<file path="src/common/daddaMul_consts.svh">
`ifndef DADDA_MUL_CONSTS_SVH
`define DADDA_MUL_CONSTS_SVH

// Width of each multiplier operand
`define DADDA_OP_WIDTH 16

// Product width, also the column count of the dot matrix
`define DADDA_PROD_WIDTH 32

// Reduction layers from height 16 down to 2
`define DADDA_LAYERS 6

// Each half of the final prefix adder
`define DADDA_ADD_WIDTH 16

`endif
</file>
<file path="src/common/daddaPkg.sv">
`default_nettype none

`include "daddaMul_consts.svh"

package daddaPkg;

  typedef logic [`DADDA_OP_WIDTH-1:0] operand_t;

  typedef struct packed {
    operand_t a;
    operand_t b;
  } operandPair_t;

  // One slot per column, live bits packed from bit 0 upward
  typedef logic [`DADDA_PROD_WIDTH-1:0][`DADDA_OP_WIDTH-1:0] bitMatrix_t;

  typedef struct packed {
    logic [`DADDA_PROD_WIDTH-1:0] rowA;
    logic [`DADDA_PROD_WIDTH-1:0] rowB;
  } reducedRows_t;

  typedef logic [`DADDA_PROD_WIDTH-1:0] product_t;

  // Sequence 2, 3, 4, 6, 9, 13 walked from the top layer down
  function automatic int daddaTarget(int layerIdx);
    int d;
    d = 2;
    for (int k = 0; k < `DADDA_LAYERS - 1 - layerIdx; k++) begin
      d = (d * 3) / 2;
    end
    return d;
  endfunction

  // Live bits in a column before the given layer
  function automatic int columnHeight(int layerIdx, int col);
    int h [`DADDA_PROD_WIDTH];
    int cin;
    int r;
    for (int c = 0; c < `DADDA_PROD_WIDTH; c++) begin
      if (c < `DADDA_OP_WIDTH) begin
        h[c] = c + 1;
      end else begin
        h[c] = `DADDA_PROD_WIDTH - 1 - c;
      end
    end
    for (int l = 0; l < layerIdx; l++) begin
      cin = 0;
      for (int c = 0; c < `DADDA_PROD_WIDTH; c++) begin
        r = h[c] + cin - daddaTarget(l);
        if (r < 0) begin
          r = 0;
        end
        // Each FA removes two bits, each HA one
        h[c] = h[c] + cin - r;
        cin = (r + 1) / 2;
      end
    end
    return h[col];
  endfunction

  // Bits a layer must remove from a column, counting incoming carries
  function automatic int columnReduction(int layerIdx, int col);
    int cin;
    int r;
    cin = 0;
    r = 0;
    for (int c = 0; c <= col; c++) begin
      r = columnHeight(layerIdx, c) + cin - daddaTarget(layerIdx);
      if (r < 0) begin
        r = 0;
      end
      cin = (r + 1) / 2;
    end
    return r;
  endfunction

endpackage

`default_nettype wire

</file>
<file path="src/design/productStage.sv">
`timescale 1ns/1ps
`default_nettype none

`include "daddaMul_consts.svh"

module productStage (
  input  logic                   clk,
  input  logic                   rstN,
  input  logic                   rowsValid,
  input  daddaPkg::reducedRows_t rows,
  output logic                   outValid,
  output daddaPkg::product_t     product
);

  import daddaPkg::*;

  localparam int addWidth = `DADDA_ADD_WIDTH;

  product_t sumNext;
  logic     lowCarry;

  bkPrefixAdder #(
    .width (addWidth)
  ) u_lowAdder (
    .a    (rows.rowA[addWidth-1:0]),
    .b    (rows.rowB[addWidth-1:0]),
    .cin  (1'b0),
    .sum  (sumNext[addWidth-1:0]),
    .cout (lowCarry)
  );

  // Carry out of the top half is always zero for a 16x16 product
  bkPrefixAdder #(
    .width (addWidth)
  ) u_highAdder (
    .a    (rows.rowA[2*addWidth-1:addWidth]),
    .b    (rows.rowB[2*addWidth-1:addWidth]),
    .cin  (lowCarry),
    .sum  (sumNext[2*addWidth-1:addWidth]),
    .cout ()
  );

  always_ff @(posedge clk) begin
    if (!rstN) begin
      outValid <= 1'b0;
      product  <= '0;
    end else begin
      outValid <= rowsValid;
      if (rowsValid) begin
        product <= sumNext;
      end
    end
  end

endmodule

`default_nettype wire

</file>
<file path="src/bkAdder/bkPrefixAdder.sv">
`timescale 1ns/1ps
`default_nettype none

`include "daddaMul_consts.svh"

module bkPrefixAdder #(
  parameter int width = `DADDA_ADD_WIDTH
) (
  input  logic [width-1:0] a,
  input  logic [width-1:0] b,
  input  logic             cin,
  output logic [width-1:0] sum,
  output logic             cout
);

  localparam int levels = $clog2(width);

  logic [width-1:0] pBit;
  logic [width-1:0] gBit;
  logic [width-1:0] pGrp;
  logic [width-1:0] gGrp;

  assign pBit = a ^ b;
  assign gBit = a & b;

  // Group terms updated in place, level by level
  always_comb begin
    pGrp = pBit;
    gGrp = gBit;
    // Carry in folds into bit 0 generate
    gGrp[0] = gBit[0] | (pBit[0] & cin);

    // Up-sweep, spans 2, 4, 8 ... ending on bits 2^k-1
    for (int k = 1; k <= levels; k++) begin
      for (int i = 0; i < width; i++) begin
        if ((i + 1) % (1 << k) == 0) begin
          gGrp[i] = gGrp[i] | (pGrp[i] & gGrp[i - (1 << (k - 1))]);
          pGrp[i] = pGrp[i] & pGrp[i - (1 << (k - 1))];
        end
      end
    end

    // Down-sweep fills the remaining prefixes
    for (int k = levels - 1; k >= 1; k--) begin
      for (int i = 0; i < width; i++) begin
        if ((i + 1) % (1 << k) == (1 << (k - 1)) && i >= (1 << k)) begin
          gGrp[i] = gGrp[i] | (pGrp[i] & gGrp[i - (1 << (k - 1))]);
          pGrp[i] = pGrp[i] & pGrp[i - (1 << (k - 1))];
        end
      end
    end
  end

  // Carry into bit i is the prefix generate of bits below it
  assign sum  = pBit ^ {gGrp[width-2:0], cin};
  assign cout = gGrp[width-1];

endmodule

`default_nettype wire

</file>
<file path="config.mk">
export PLATFORM = sky130hd
export DESIGN_NAME = productStage
export DESIGN_NICKNAME = d
export VERILOG_FILES = /design/src/common/daddaPkg.sv /design/src/design/productStage.sv /design/src/bkAdder/bkPrefixAdder.sv
export VERILOG_INCLUDE_DIRS = /design/src /design/src/common
export SDC_FILE = /design/constraint.sdc
export NUM_CORES = 1
export LEC_CHECK = 0
export ABC_AREA = 0
export BUFFER_PORTS_ARGS = -buffer_cell sky130_fd_sc_hd__buf_2
export CORE_UTILIZATION = 25
export DETAILED_ROUTE_END_ITERATION = 10
export PLACE_DENSITY = 0.57
export SETUP_SLACK_MARGIN = 0.05
export SLEW_MARGIN = 20
export SYNTH_ARGS = -nofsm -noshare
export SYNTH_HDL_FRONTEND = slang
export SYNTH_HIERARCHICAL = 1
export SYNTH_SLANG_ARGS = --single-unit
</file>
<file path="constraint.sdc">
create_clock -name clk -period 5.2 [get_ports clk]
set_clock_uncertainty 0.05 [all_clocks]
set_input_delay 0.26 -clock clk [delete_from_list [all_inputs] [get_ports clk]]
set_output_delay 0.26 -clock clk [all_outputs]
set_load 0.1 [all_outputs]
</file>
; ---- Word-level counts from Yosys, hierarchy flattened
; Index checks and enable logic that the tools add are counted.
[word_totals]
in_bits = 67
word_cells = 125
ff_bits = 33
output_inout_bits = 33
[op_classes]
n_bitwise = 123
[op_table]
columns = cell, n
row1 = 1-bit bitwise AND, 68
row2 = 16-bit bitwise XOR, 4
row3 = 1-bit bitwise OR, 49
row4 = 16-bit bitwise AND, 1
row5 = 15-bit bitwise AND, 1

; ---- Depth between registers and ports, before layout
[logic_depth]
word_depth = 24
ltp_mapped = 20
mapped_depth_nobuf = 20

; ---- Modules after synthesis
; Netlist, hierarchy kept.
[modules_own_cells]
columns = module, area_per_inst_um2, n_inst, seq_area_each_um2, cells_each
row1 = productStage, 1273.7, 1, 660.6, 106
row2 = bkPrefixAdder at u_highAdder, 663.1, 1, 0.0, 73
row3 = bkPrefixAdder at u_lowAdder, 661.9, 1, 0.0, 73

; ---- Worst setup path after synthesis
; No wires, ideal clock.
[synth_path]
kind = input to register
start = input rows[32] in the netlist's numbering
end = register product[31]
cell_stages = 20
path_buffers = 0
required_time_ps = 5030
arrival_ps = 3605
slack_ps = 1425
setup_ps = 120
path_cell_list = inv_1 -> fa_1 -> inv_1 -> fa_1 -> a211oi_2 -> o211ai_2 -> a41oi_2 -> a22oi_1 -> inv_1 -> fa_1 -> inv_1 -> fa_1 -> a211oi_2 -> o211ai_2 -> a41oi_2 -> a21oi_1 -> fa_1 -> xor2_1 -> mux2i_1 -> nor2b_1
[synth_between]
elab_chain_cells = 24
[synth_lines]
columns = element, line
row1 = from (decl), productStage.sv:10  ; input daddaPkg::reducedRows_t rows,
row2 = 16-bit bitwise AND, bkPrefixAdder.sv:24  ; assign gBit = a & b;
row3 = 1-bit bitwise AND, bkPrefixAdder.sv:37  ; gGrp[i] = gGrp[i] | (pGrp[i] & gGrp[i - (1 << (k - 1))]);
row4 = 1-bit bitwise OR, bkPrefixAdder.sv:37
row5 = 1-bit bitwise AND, bkPrefixAdder.sv:37
row6 = 1-bit bitwise OR, bkPrefixAdder.sv:37
row7 = 1-bit bitwise AND, bkPrefixAdder.sv:37
row8 = 1-bit bitwise OR, bkPrefixAdder.sv:37
row9 = 1-bit bitwise AND, bkPrefixAdder.sv:37
row10 = (+1 left out), -
row11 = via lowCarry, productStage.sv:20  ; logic lowCarry;
row12 = (+8 left out), -
row13 = 1-bit bitwise AND, bkPrefixAdder.sv:47  ; gGrp[i] = gGrp[i] | (pGrp[i] & gGrp[i - (1 << (k - 1))]);
row14 = 1-bit bitwise OR, bkPrefixAdder.sv:47
row15 = 1-bit bitwise AND, bkPrefixAdder.sv:47
row16 = 1-bit bitwise OR, bkPrefixAdder.sv:47
row17 = 1-bit bitwise AND, bkPrefixAdder.sv:47
row18 = 1-bit bitwise OR, bkPrefixAdder.sv:47
row19 = 16-bit bitwise XOR, bkPrefixAdder.sv:55  ; assign sum = pBit ^ {gGrp[width-2:0], cin};
row20 = via sumNext[31], productStage.sv:19  ; product_t sumNext;
row21 = to (signal assigned), productStage.sv:50  ; product <= sumNext;
row22 = to (decl), productStage.sv:12  ; output daddaPkg::product_t product
; The timed path passes the listed nets, and every way through them passes these cells.
; A chain may end at the register's enable or synchronous reset.

; ---- Worst setup path after layout
; Same ends and word-level chain as after synthesis.

==> results.py <==
metrics = {
    "layout": {
        "stdcell_count": 477,
        "fin_area_sq_um": 3213,
        "n_antenna_cell": 0,
        "final_common_cell": "buf_2",
        "final_nets": 456,
        "syn2layout_area_growth_pct": 26.13,
        "post-route-util": 0.3272,
        "layout-drive-gt1-share": 0.3314,
        "most-common-layout-cells": "buf_2 (99), dfxtp_1 (33), mux2i_1 (32), nor2b_1 (32)",
    },
    "die": {
        "die_h_um": 102.9,
        "num_io_pins": 100,
        "rows": 36,
        "fp.coreArea_sq_um": 9819,
        "dieArea_sq_um": 10600,
        "die_w_um": 102.9,
        "initial_utilization": 0.2594,
    },
    "power_and_ir_drop": {
        "peakVddDrop_mv": 0.1069,
        "finalPower_uw": 968.9,
        "powerDensity_nw_per_um2": 301.6,
        "leakage_nw": 1.658,
    },
    "worst_setup_path": {
        "cp_slowest_stage_delay_ns": 0.43,
        "r2r_end": "product[31]",
        "worstPathArrival_ns": 4.00,
        "crit_path_cell_trace": "buf_2 -> inv_1 -> fa_1 -> inv_1 -> fa_1 -> a211oi_2 -> o211ai_2 -> a41oi_2 -> a22oi_1 -> inv_1 -> fa_1 -> inv_1 -> fa_1 -> a211oi_2 -> o211ai_2 -> a41oi_2 -> a21oi_1 -> fa_1 -> xor2_1 -> mux2i_1 -> nor2b_1",
        "r2r_setup_slack_ns": 4.50,
        "path_class": "input port to flop",
        "r2r_start": "product[31]",
        "crit_required_ns": 5.33,
        "cp-start-kind": "input port",
        "critPathSlowestCell": "fa_1",
        "critPathLaunch": "rows[32]",
        "reg2regPathDepth": 2,
        "endpoint_kind": "flop",
        "worstPathMaxFanout": 3,
        "cp_common_cell": "fa_1",
    },
    "hold_path": {
        "whs_path_depth": 4,
        "hold_start": "rows[1]",
        "hold_end": "product[1]",
        "holdCritPathClass": "input port to flop",
    },
    "global_route": {
        "grt_pass1_wl_um": 9556,
        "grt_pass1_vias": 2079,
        "grt_max_degree": 34,
        "overflow": 0,
        "antenna_found_initial": 0,
        "track_usage": 0.1164,
    },
    "cts": {
        "hold_buffers": 0,
        "clock_sinks": 33,
        "cts_setup_buffers": 0,
        "path_clk_slew_ns": 0.08,
        "h-tree-depth": 2,
        "cts-root-buf": "clkbuf_8",
        "insertion_delay_ns": 0.28,
        "cts_tree": "built",
        "post_cts_resized": 0,
        "numCtsBuffers": 5,
        "cts_buffer_depth": 2,
    },
    "route": {
        "via_per_inst": 4.195,
        "postRouteAntennaNets": 0,
        "drt-total-wl_um": 5729,
        "drtIter0Drc": 23,
        "dr_total_vias": 2001,
        "dr.pass1.iters": 4,
        "wl_per_cell_um": 12.01,
        "drc_errors": 0,
    },
    "logic_synthesis": {
        "synth.avg_cell_area_sq_um": 10.40,
        "yosys_warnings": 6,
        "netlist_area_sq_um": 2547,
        "syn_inst": 245,
        "syn_nets": 357,
    },
    "timing": {
        "hold_violations": 0,
        "period_share": 0.7432,
        "setup_viol": 0,
        "finalMaxSlewViolations": 0,
        "rsz0062_at_grt": "false",
        "period_needed_ns": 3.865,
        "tns_ns": 0,
        "slew_headroom": 0.3069,
        "tightest_slew_ns": 1.040,
        "max_clock_freq_ghz": 0.2587,
    },
    "outcome": {
        "status": "complete, no violations",
    },
    "run": {
        "drv_cap": 0,
    },
    "placed_design": {
        "hpwl_um": 4589,
        "placed_area_sq_um": 3127,
        "gp_congestion": 0.7159,
        "io_buffers": 99,
        "dp_cells": 470,
    },
}
state kept, by name, summed over array words and instances, names as in the netlist:
register	cells
product	32
outValid	1
worst max-delay path by stage:
| stage | cells past startpoint | slack [ns] | end |
|---|---|---|---|
| 6_report | 21 | 1.34 | product[31] |
| 5_1_grt | 21 | 1.05 | product[31] |
| 4_1_cts | 21 | 1.27 | product[31] |
| 3_5_place_dp | 21 | 0.99 | product[31] |
| 3_3_place_gp | 21 | 1.02 | product[31] |
| 2_1_floorplan | 20 | 1.45 | product[31] |
layout make-up:
cell class / count / area, sq um
fillers: 1083 / 6606
multi-input cells: 178 / 1703
flip-flops and latches: 33 / 660.6
repair buffers: 99 / 495.5
well taps: 133 / 166.4
inverters: 27 / 101.3
clock buffers: 7 / 86.33
through the flow:
| stage | setup WS (ns) | hold WS [ns] |
|---|---|---|
| 2_1_floorplan | 1.454 | 0.3382 |
| 3_3_place_gp | 1.023 | 0.4402 |
| 3_5_place_dp | 0.9933 | 0.4520 |
| 4_1_cts | 1.274 | 0.3658 |
| 5_1_grt | 1.052 | 0.3898 |
| 6_report | 1.335 | 0.3689 |
metal layers:
layer  vias to the layer above  GRT usage  wire length (um)  part of all wire
met5                         -          0                 0                 0
met4                         0    0.04550                73             0.013
met3                         5    0.02441               334             0.058
met2                        60     0.2010              2677              0.47
met1                       921     0.1414              2644              0.46
li1                       1015          -                 -                 -
critical path: cells and delay by family:
kind / cells / cell delay [ns]
fa+ha+maj: 5 / 1.54
compound gates: 8 / 1.49
buf+inv: 5 / 0.35
xor+xnor: 1 / 0.17
mux: 1 / 0.13
simple gates: 1 / 0.06
power by group:
| group | internal, mW | total, mW | switching, mW |
|---|---|---|---|
| Sequential | 0.282 | 0.297 | 0.0146 |
| Clock | 0.105 | 0.206 | 0.101 |
| Combinational | 0.131 | 0.466 | 0.335 |
| Total | 0.519 | 0.969 | 0.450 |
No activity file was read; power rests on OpenSTA's default activity.
