### config.mk
export PLATFORM = sky130hd
export DESIGN_NAME = daddaTree
export DESIGN_NICKNAME = d
export VERILOG_FILES = /design/src/common/daddaPkg.sv /design/src/daddaTree/daddaTree.sv /design/src/daddaTree/daddaLayer.sv
export VERILOG_INCLUDE_DIRS = /design/src /design/src/common
export SDC_FILE = /design/constraint.sdc
export NUM_CORES = 1
export LEC_CHECK = 0
export ABC_CLOCK_PERIOD_IN_PS = 6550
export BUFFER_PORTS_ARGS = -buffer_cell sky130_fd_sc_hd__buf_2
export CORE_MARGIN = 8
export CORE_UTILIZATION = 50
export CTS_BUF_LIST = sky130_fd_sc_hd__clkbuf_16
export CTS_CLUSTER_DIAMETER = 60
export CTS_CLUSTER_SIZE = 30
export DETAILED_ROUTE_END_ITERATION = 7
export PLACE_DENSITY_LB_ADDON = 0.2
export SYNTH_ARGS = -nofsm -noshare
export SYNTH_HDL_FRONTEND = slang
export SYNTH_SLANG_ARGS = --single-unit
export TNS_END_PERCENT = 1
### constraint.sdc
create_clock -name clk -period 6.55 [get_ports clk]
set_clock_uncertainty 0.05 [all_clocks]
set_input_delay 1.31 -clock clk [delete_from_list [all_inputs] [get_ports clk]]
set_output_delay 1.31 -clock clk [all_outputs]
set_load 0.01 [all_outputs]
### src/common/daddaMul_consts.svh
`ifndef DADDA_MUL_CONSTS_SVH
`define DADDA_MUL_CONSTS_SVH

// Width of each multiplier operand
`define DADDA_OP_WIDTH 16

// Product width, also the column count of the dot matrix
`define DADDA_PROD_WIDTH 32

// Reduction layers from height 16 down to 2
`define DADDA_LAYERS 6

// Each half of the final prefix adder
`define DADDA_ADD_WIDTH 16

`endif
### src/common/daddaPkg.sv
`default_nettype none

`include "daddaMul_consts.svh"

package daddaPkg;

  typedef logic [`DADDA_OP_WIDTH-1:0] operand_t;

  typedef struct packed {
    operand_t a;
    operand_t b;
  } operandPair_t;

  // One slot per column, live bits packed from bit 0 upward
  typedef logic [`DADDA_PROD_WIDTH-1:0][`DADDA_OP_WIDTH-1:0] bitMatrix_t;

  typedef struct packed {
    logic [`DADDA_PROD_WIDTH-1:0] rowA;
    logic [`DADDA_PROD_WIDTH-1:0] rowB;
  } reducedRows_t;

  typedef logic [`DADDA_PROD_WIDTH-1:0] product_t;

  // Sequence 2, 3, 4, 6, 9, 13 walked from the top layer down
  function automatic int daddaTarget(int layerIdx);
    int d;
    d = 2;
    for (int k = 0; k < `DADDA_LAYERS - 1 - layerIdx; k++) begin
      d = (d * 3) / 2;
    end
    return d;
  endfunction

  // Live bits in a column before the given layer
  function automatic int columnHeight(int layerIdx, int col);
    int h [`DADDA_PROD_WIDTH];
    int cin;
    int r;
    for (int c = 0; c < `DADDA_PROD_WIDTH; c++) begin
      if (c < `DADDA_OP_WIDTH) begin
        h[c] = c + 1;
      end else begin
        h[c] = `DADDA_PROD_WIDTH - 1 - c;
      end
    end
    for (int l = 0; l < layerIdx; l++) begin
      cin = 0;
      for (int c = 0; c < `DADDA_PROD_WIDTH; c++) begin
        r = h[c] + cin - daddaTarget(l);
        if (r < 0) begin
          r = 0;
        end
        // Each FA removes two bits, each HA one
        h[c] = h[c] + cin - r;
        cin = (r + 1) / 2;
      end
    end
    return h[col];
  endfunction

  // Bits a layer must remove from a column, counting incoming carries
  function automatic int columnReduction(int layerIdx, int col);
    int cin;
    int r;
    cin = 0;
    r = 0;
    for (int c = 0; c <= col; c++) begin
      r = columnHeight(layerIdx, c) + cin - daddaTarget(layerIdx);
      if (r < 0) begin
        r = 0;
      end
      cin = (r + 1) / 2;
    end
    return r;
  endfunction

endpackage

`default_nettype wire

### src/daddaTree/daddaTree.sv
`timescale 1ns/1ps
`default_nettype none

`include "daddaMul_consts.svh"

module daddaTree (
  input  logic                   clk,
  input  logic                   rstN,
  input  logic                   inValid,
  input  daddaPkg::operandPair_t operands,
  output logic                   rowsValid,
  output daddaPkg::reducedRows_t rows
);

  import daddaPkg::*;

  localparam int opWidth = `DADDA_OP_WIDTH;
  localparam int prodWidth = `DADDA_PROD_WIDTH;
  localparam int numLayers = `DADDA_LAYERS;

  bitMatrix_t   stage [numLayers+1];
  reducedRows_t rowsNext;

  // Partial products, column i+j
  // Columns above opWidth-1 start at row i+j-opWidth+1, so shift them down
  always_comb begin
    stage[0] = '0;
    for (int j = 0; j < opWidth; j++) begin
      for (int i = 0; i < opWidth; i++) begin
        stage[0][i + j][(i + j < opWidth) ? j : opWidth - 1 - i] =
          operands.a[i] & operands.b[j];
      end
    end
  end

  for (genvar l = 0; l < numLayers; l++) begin : gLayer
    daddaLayer #(
      .layerIdx (l)
    ) u_daddaLayer (
      .matrixIn  (stage[l]),
      .matrixOut (stage[l+1])
    );
  end

  // Two survivors per column form the rows
  always_comb begin
    for (int c = 0; c < prodWidth; c++) begin
      rowsNext.rowA[c] = stage[numLayers][c][0];
      rowsNext.rowB[c] = stage[numLayers][c][1];
    end
  end

  always_ff @(posedge clk) begin
    if (!rstN) begin
      rowsValid <= 1'b0;
      rows      <= '0;
    end else begin
      rowsValid <= inValid;
      if (inValid) begin
        rows <= rowsNext;
      end
    end
  end

endmodule

`default_nettype wire

### src/daddaTree/daddaLayer.sv
`timescale 1ns/1ps
`default_nettype none

`include "daddaMul_consts.svh"

module daddaLayer #(
  parameter int layerIdx = 0
) (
  input  daddaPkg::bitMatrix_t matrixIn,
  output daddaPkg::bitMatrix_t matrixOut
);

  import daddaPkg::*;

  localparam int prodWidth = `DADDA_PROD_WIDTH;
  localparam int slotWidth = `DADDA_OP_WIDTH;

  // carryIn[c] holds the carries produced in column c-1
  bitMatrix_t carryIn;

  assign carryIn[0] = '0;

  for (genvar c = 0; c < prodWidth; c++) begin : gCol
    localparam int height = columnHeight(layerIdx, c);
    localparam int reduction = columnReduction(layerIdx, c);
    localparam int numFull = reduction / 2;
    localparam int numHalf = reduction % 2;
    localparam int numSum = numFull + numHalf;
    localparam int firstHalf = 3 * numFull;
    localparam int firstPass = firstHalf + 2 * numHalf;
    localparam int numPass = height - firstPass;
    localparam int numIn = (c == 0) ? 0 : (columnReduction(layerIdx, c - 1) + 1) / 2;

    logic [slotWidth-1:0] colOut;
    logic [slotWidth-1:0] colCarry;
    logic [2:0]           trio;
    logic [1:0]           duo;

    always_comb begin
      colOut   = '0;
      colCarry = '0;
      trio     = '0;
      duo      = '0;
      // Full adders on the lowest bits
      for (int i = 0; i < numFull; i++) begin
        trio        = matrixIn[c][3*i +: 3];
        colOut[i]   = ^trio;
        colCarry[i] = (trio[0] & trio[1]) | (trio[2] & (trio[0] ^ trio[1]));
      end
      if (numHalf == 1) begin
        duo               = matrixIn[c][firstHalf +: 2];
        colOut[numFull]   = duo[0] ^ duo[1];
        colCarry[numFull] = duo[0] & duo[1];
      end
      // Untouched bits ride above the sums
      for (int i = 0; i < numPass; i++) begin
        colOut[numSum + i] = matrixIn[c][firstPass + i];
      end
      // then the carries from the column below
      for (int i = 0; i < numIn; i++) begin
        colOut[numSum + numPass + i] = carryIn[c][i];
      end
    end

    assign matrixOut[c] = colOut;

    // Top column carries fall outside the 32 bit product
    if (c < prodWidth - 1) begin : gCarry
      assign carryIn[c+1] = colCarry;
    end
  end

endmodule

`default_nettype wire

==> After elaboration in Yosys (flattened, before gate mapping) <==
Index checks and enable logic that the tools add are counted.
{ "totals": {"regBits": 62, "latch_bits": 0, "rom_bits": 0, "ramBits": 0, "out_inout_bits": 65, "n_memories": 0} }
{ "classes": {"n_eq_ne": 0, "n_reduce_logical": 195, "div_mod_pow": 0, "add_sub_neg": 0, "n_shift": 0, "n_bitwise": 1066, "n_lt_le_gt_ge": 0, "multipliers": 0, "mux": 0} }
{ "ops": {"columns": ["operator", "n"], "rows": [
  ["$and 1x1->1", 661],
  ["$reduce_xor 3->1", 195],
  ["$xor 1x1->1", 210],
  ["$or 1x1->1", 195]
]} }

==> Logic depth before layout (Yosys ltp) <==
{ "logic_depth": {"ltp_word": 15, "mapped_depth": 14, "ltp_nobuf": 13} }

==> Cells and area by module <==
Synthesis repeated with hierarchy kept, for this count alone.
{ "unflattened": {"hier_cells": 3365, "hier_area_um2": 28238.3} }
{ "by_module_without_submodules": {"columns": ["module", "instances", "seq_area_each_um2", "cells_each", "area_per_inst_um2"], "rows": [
  ["daddaTree", 1, 1301.2, 497, 4215.3],
  ["daddaLayer (gLayer[2].u_daddaLayer)", 1, 0.0, 459, 4095.2],
  ["daddaLayer (gLayer[3].u_daddaLayer)", 1, 0.0, 467, 4062.6],
  ["daddaLayer (gLayer[1].u_daddaLayer)", 1, 0.0, 469, 4037.6],
  ["daddaLayer (gLayer[5].u_daddaLayer)", 1, 0.0, 485, 3980.1],
  ["daddaLayer (gLayer[4].u_daddaLayer)", 1, 0.0, 487, 3970.1],
  ["daddaLayer (gLayer[0].u_daddaLayer)", 1, 0.0, 501, 3877.5]
]} }

==> Worst setup path before layout <==
No wires, ideal clock.
{ "synth_path": {"kind": "input to register", "startpoint": "input port operands[2] in the netlist's numbering", "endpoint": "register rows[47] in the netlist's numbering", "setup_time_ns": 0.116, "slack_ns": 1.401, "path_buffers": 1, "path_stages": 13, "t_arrival_ns": 4.983, "path_cell_list": "clkbuf_1 nand2_1 fa_1 inv_1 fa_1 inv_1 fa_1 fa_1 inv_1 fa_1 fa_1 mux2i_1 nor2b_1"} }
{ "synth_rtl": {"columns": ["item", "line_no", "source"], "rows": [
  ["from (decl)", "daddaTree.sv:10", "input daddaPkg::operandPair_t operands,"],
  ["to (signal assigned)", "daddaTree.sv:60", "rows <= rowsNext;"],
  ["to (decl)", "daddaTree.sv:12", "output daddaPkg::reducedRows_t rows"]
]} }

==> summary.md <==
| Metric | Value |
|---|---|
| Status | finished, final reports clean |
| Global-route wire length before repair | 33.4 mm |
| Worst VDD drop | 0.139 mV |
| Gr ovfl total | 0 |
| CP max FO | 16 |
| Worst Path Arrival | ~5.2 ns |
| Area Growth Syn to Fin | 8.85% |
| Seq cells post-synth | between 60 and 70 |
| Io pins | 100 |
| Area occupied by registers | 0.00124 mm² |
| Non-filler cells, final | 1152 |
| Most frequent CP cell | fa_1 |
| Port Buf Inserts | 96 |
| Setup TNS | 0 ns |
| Max Cap Viol | 0 |
| Avg WL per Cell | ~17 µm |
| Psw | ~1.1 mW |
| Critical path class | input pin to flip-flop |
| Post-Synthesis Cells | between 800 and 900 |
| Die height | between 100 and 150 µm |
| Area of placed instances | 0.00899 mm² |
| Core Region | approximately 0.017 mm² |
| Die width | around 150 µm |
| DRT Wirelength | roughly 19 mm |
| Number of global-route vias before repair | 6450 |
| Total power | ~2.5 mW |
| Switching share of power | about 43% |
| HP Class | flip-flop to flip-flop |
| Worst path slowest cell | fa_1 |
| Fillers | roughly 1500 |
| Final HPWL DP | 14.4 mm |
| CTS tree | built |
| Met3 Use GR | under 10% |
| Combinational Power Share | between 60% and 70% |
| CTS buffer count | 9 |
| Nets | ~1200 |
| Drt via density | slightly below 5 |
| Slew Limit Headroom | between 20% and 30% |
| Int Pwr | ~1.4 mW |
| Post-route ant nets | 0 |
| Worst-Skew Late Latency | ~0.34 ns |
| Initial Util | 51.2% |
| Kind of end point of the critical path | flip-flop |
| Drt initial violations | 340 |
| DR vias | about 5700 |
| N_diodes | 0 |
| Largest net degree at the start of global routing | a little under 90 |
| Root buffer cell | clkbuf_16 |
| Drt pass-1 iters | 7 |
| RePlAce Congestion | 0.811 |
| Final worst setup slack | 1.57 ns |
| Seq pwr share | between 20% and 30% |
| Critical Path Start Type | input pin |
| Yosys warns | 0 |
| Crit path cell chain | buf_2 > and2_1 > fa_1 > inv_1 > fa_1 > fa_1 > fa_1 > inv_1 > fa_1 > fa_1 > mux2i_1 > nor2b_1 |
| Clock sinks | 62 |
| Met1 usage | about a quarter |
| WHS | 0.420 ns |
| CTS H-Tree Depth | 3 |
| Row cnt | between 40 and 50 |
| Top Usage Layer GRT | met2 |
| Netlist Area Pre-Place | between 0.008 and 0.009 mm² |
| Initial antenna violation count | 0 |
| Core Util, Final | 55.7% |
| Clock tree buffer depth | 2 |
| Power Density | between 200 and 300 mW/mm² |
| Multi-input gate area | approximately 0.0064 mm² |
| Maximum clock frequency | ~200 MHz |
| Placed Cells | 1136 |
| Pleak | 4.61 nW |
| Fin crit share | roughly 76% |
| Seq/Total Area, Yosys | 14.6% |
| DIE AREA | between 0.02 and 0.025 mm² |
| Worst slack, placed | ~1.2 ns |
| RSZ-0062 raised after global routing | no |
| Syn Area/Cell | roughly 10 µm² |
| # resized after CTS | 0 |
| Setup violators final | 0 |
| Crit path required time | just under 7 ns |
| Layout cell share with drive strength beyond 1 | around an eighth |
| Crit-path max cell delay | 0.56 ns |
| Cell variety after synth | 16 |
| CP bufs+invs | 3 |
| # DRC | 0 |
| CTS Hold Bufs | 0 |
| GR Layer Usage met2 | between 30% and 40% |
| Min cycle time layout | ~5 ns |
| Setup bufs post-CTS | 0 |
| Gr usage total | between 10% and 20% |
| Count of final hold-check violations | 0 |
| Clock power share | a little under a fifth |
| Crit-path leading delay family | adder cells |
| Clk pin slew, worst setup/hold paths | ~0.060 ns |
| Cell area after layout | approximately 0.0093 mm² |
| Final Max Tran Viols | 0 |
| Worst-Margin Slew | 1.12 ns |
-- area by class of cell --
class / count / area share, %
multi-input combinational: 592 / 68.6
clock inverter: 7 / 0.594
inverter: 165 / 6.68
clock buffer: 9 / 2.43
sequential: 62 / 13.4
tap: 220 / 2.97
timing repair buffer: 97 / 5.29
-- metal layers --
metal,part of all wire [%],vias to the layer above
li1,-,2627
met1,46,2913
met2,48,124
met3,4.1,27
met4,1.9,0
met5,0,-
-- state kept, by name, indices dropped and copies added, names as in the netlist --
signal	flops
rows	61
rowsValid	1
-- power by group through the flow --
| stage | clock, mW | combinational [mW] | sequential (mW) |
|---|---|---|---|
| 4_1_cts | 0.476 | 1.58 | 0.501 |
| 3_5_place_dp | 0 | 1.56 | 0.508 |
| 6_report | 0.462 | 1.53 | 0.500 |
| 5_1_grt | 0.496 | 1.80 | 0.511 |
| 2_1_floorplan | 0 | 1.10 | 0.547 |
| 3_3_place_gp | 0 | 1.50 | 0.507 |
-- cells in the mapped netlist (all sizes together) --
library cell / n / share of area [%]
and2: 148 / 11
buf: 33 / 2.7
clkbuf: 19 / 0.84
conb: 1 / 0.044
dfxtp: 62 / 15
fa: 195 / 46
ha: 15 / 2.2
inv: 165 / 7.3
mux2i: 34 / 4.0
nand2: 131 / 5.8
nand3b: 5 / 0.44
nand4: 5 / 0.37
nor2b: 34 / 2.5
o211a: 22 / 2.6
-- tightest hold or removal path, cell delays in order (launching register included) --
cell and delay [ns]:
dfxtp_1 0.31, nand3b_1 0.07, nand2_1 0.05
-- cell families (layout without fill, tap and decap cells) --
group	Yosys count	count (layout)	synth area share [%]
flops	62	62	14.6
other cells	1	3	0.0440
simple gates	323	323	20.0
buf+inv	217	278	10.8
mux	34	34	4.00
fa+ha+maj	210	210	48.0
compound gates	22	22	2.59
-- final timing paths --
path,startpoint,to,slack (ns),cells after the start
max,operands[2],rows[46],1.57,12
min,rows[1],rows[1],0.42,2
max reg2reg,rows[3],rows[3],5.86,2
min reg2reg,rows[1],rows[1],0.42,2
-- placed cells by master, fill, tap and decap left out --
| cell type | Yosys | routed |
|---|---|---|
| conb_1 | 1 | 3 |
| clkbuf_16 | 0 | 9 |
| and2_1 | 148 | 148 |
| nor2b_1 | 34 | 34 |
| nand3b_1 | 5 | 5 |
| nand4_1 | 5 | 5 |
| clkinvlp_4 | 0 | 2 |
| nand2_1 | 131 | 131 |
| ha_1 | 15 | 15 |
| dfxtp_1 | 62 | 62 |
| buf_4 | 3 | 2 |
| inv_1 | 165 | 165 |
| mux2i_1 | 34 | 34 |
| buf_2 | 21 | 95 |
| o211a_1 | 22 | 22 |
| inv_6 | 0 | 4 |
| fa_1 | 195 | 195 |
| clkinv_2 | 0 | 1 |
Power figures use the tool's default switching activity.
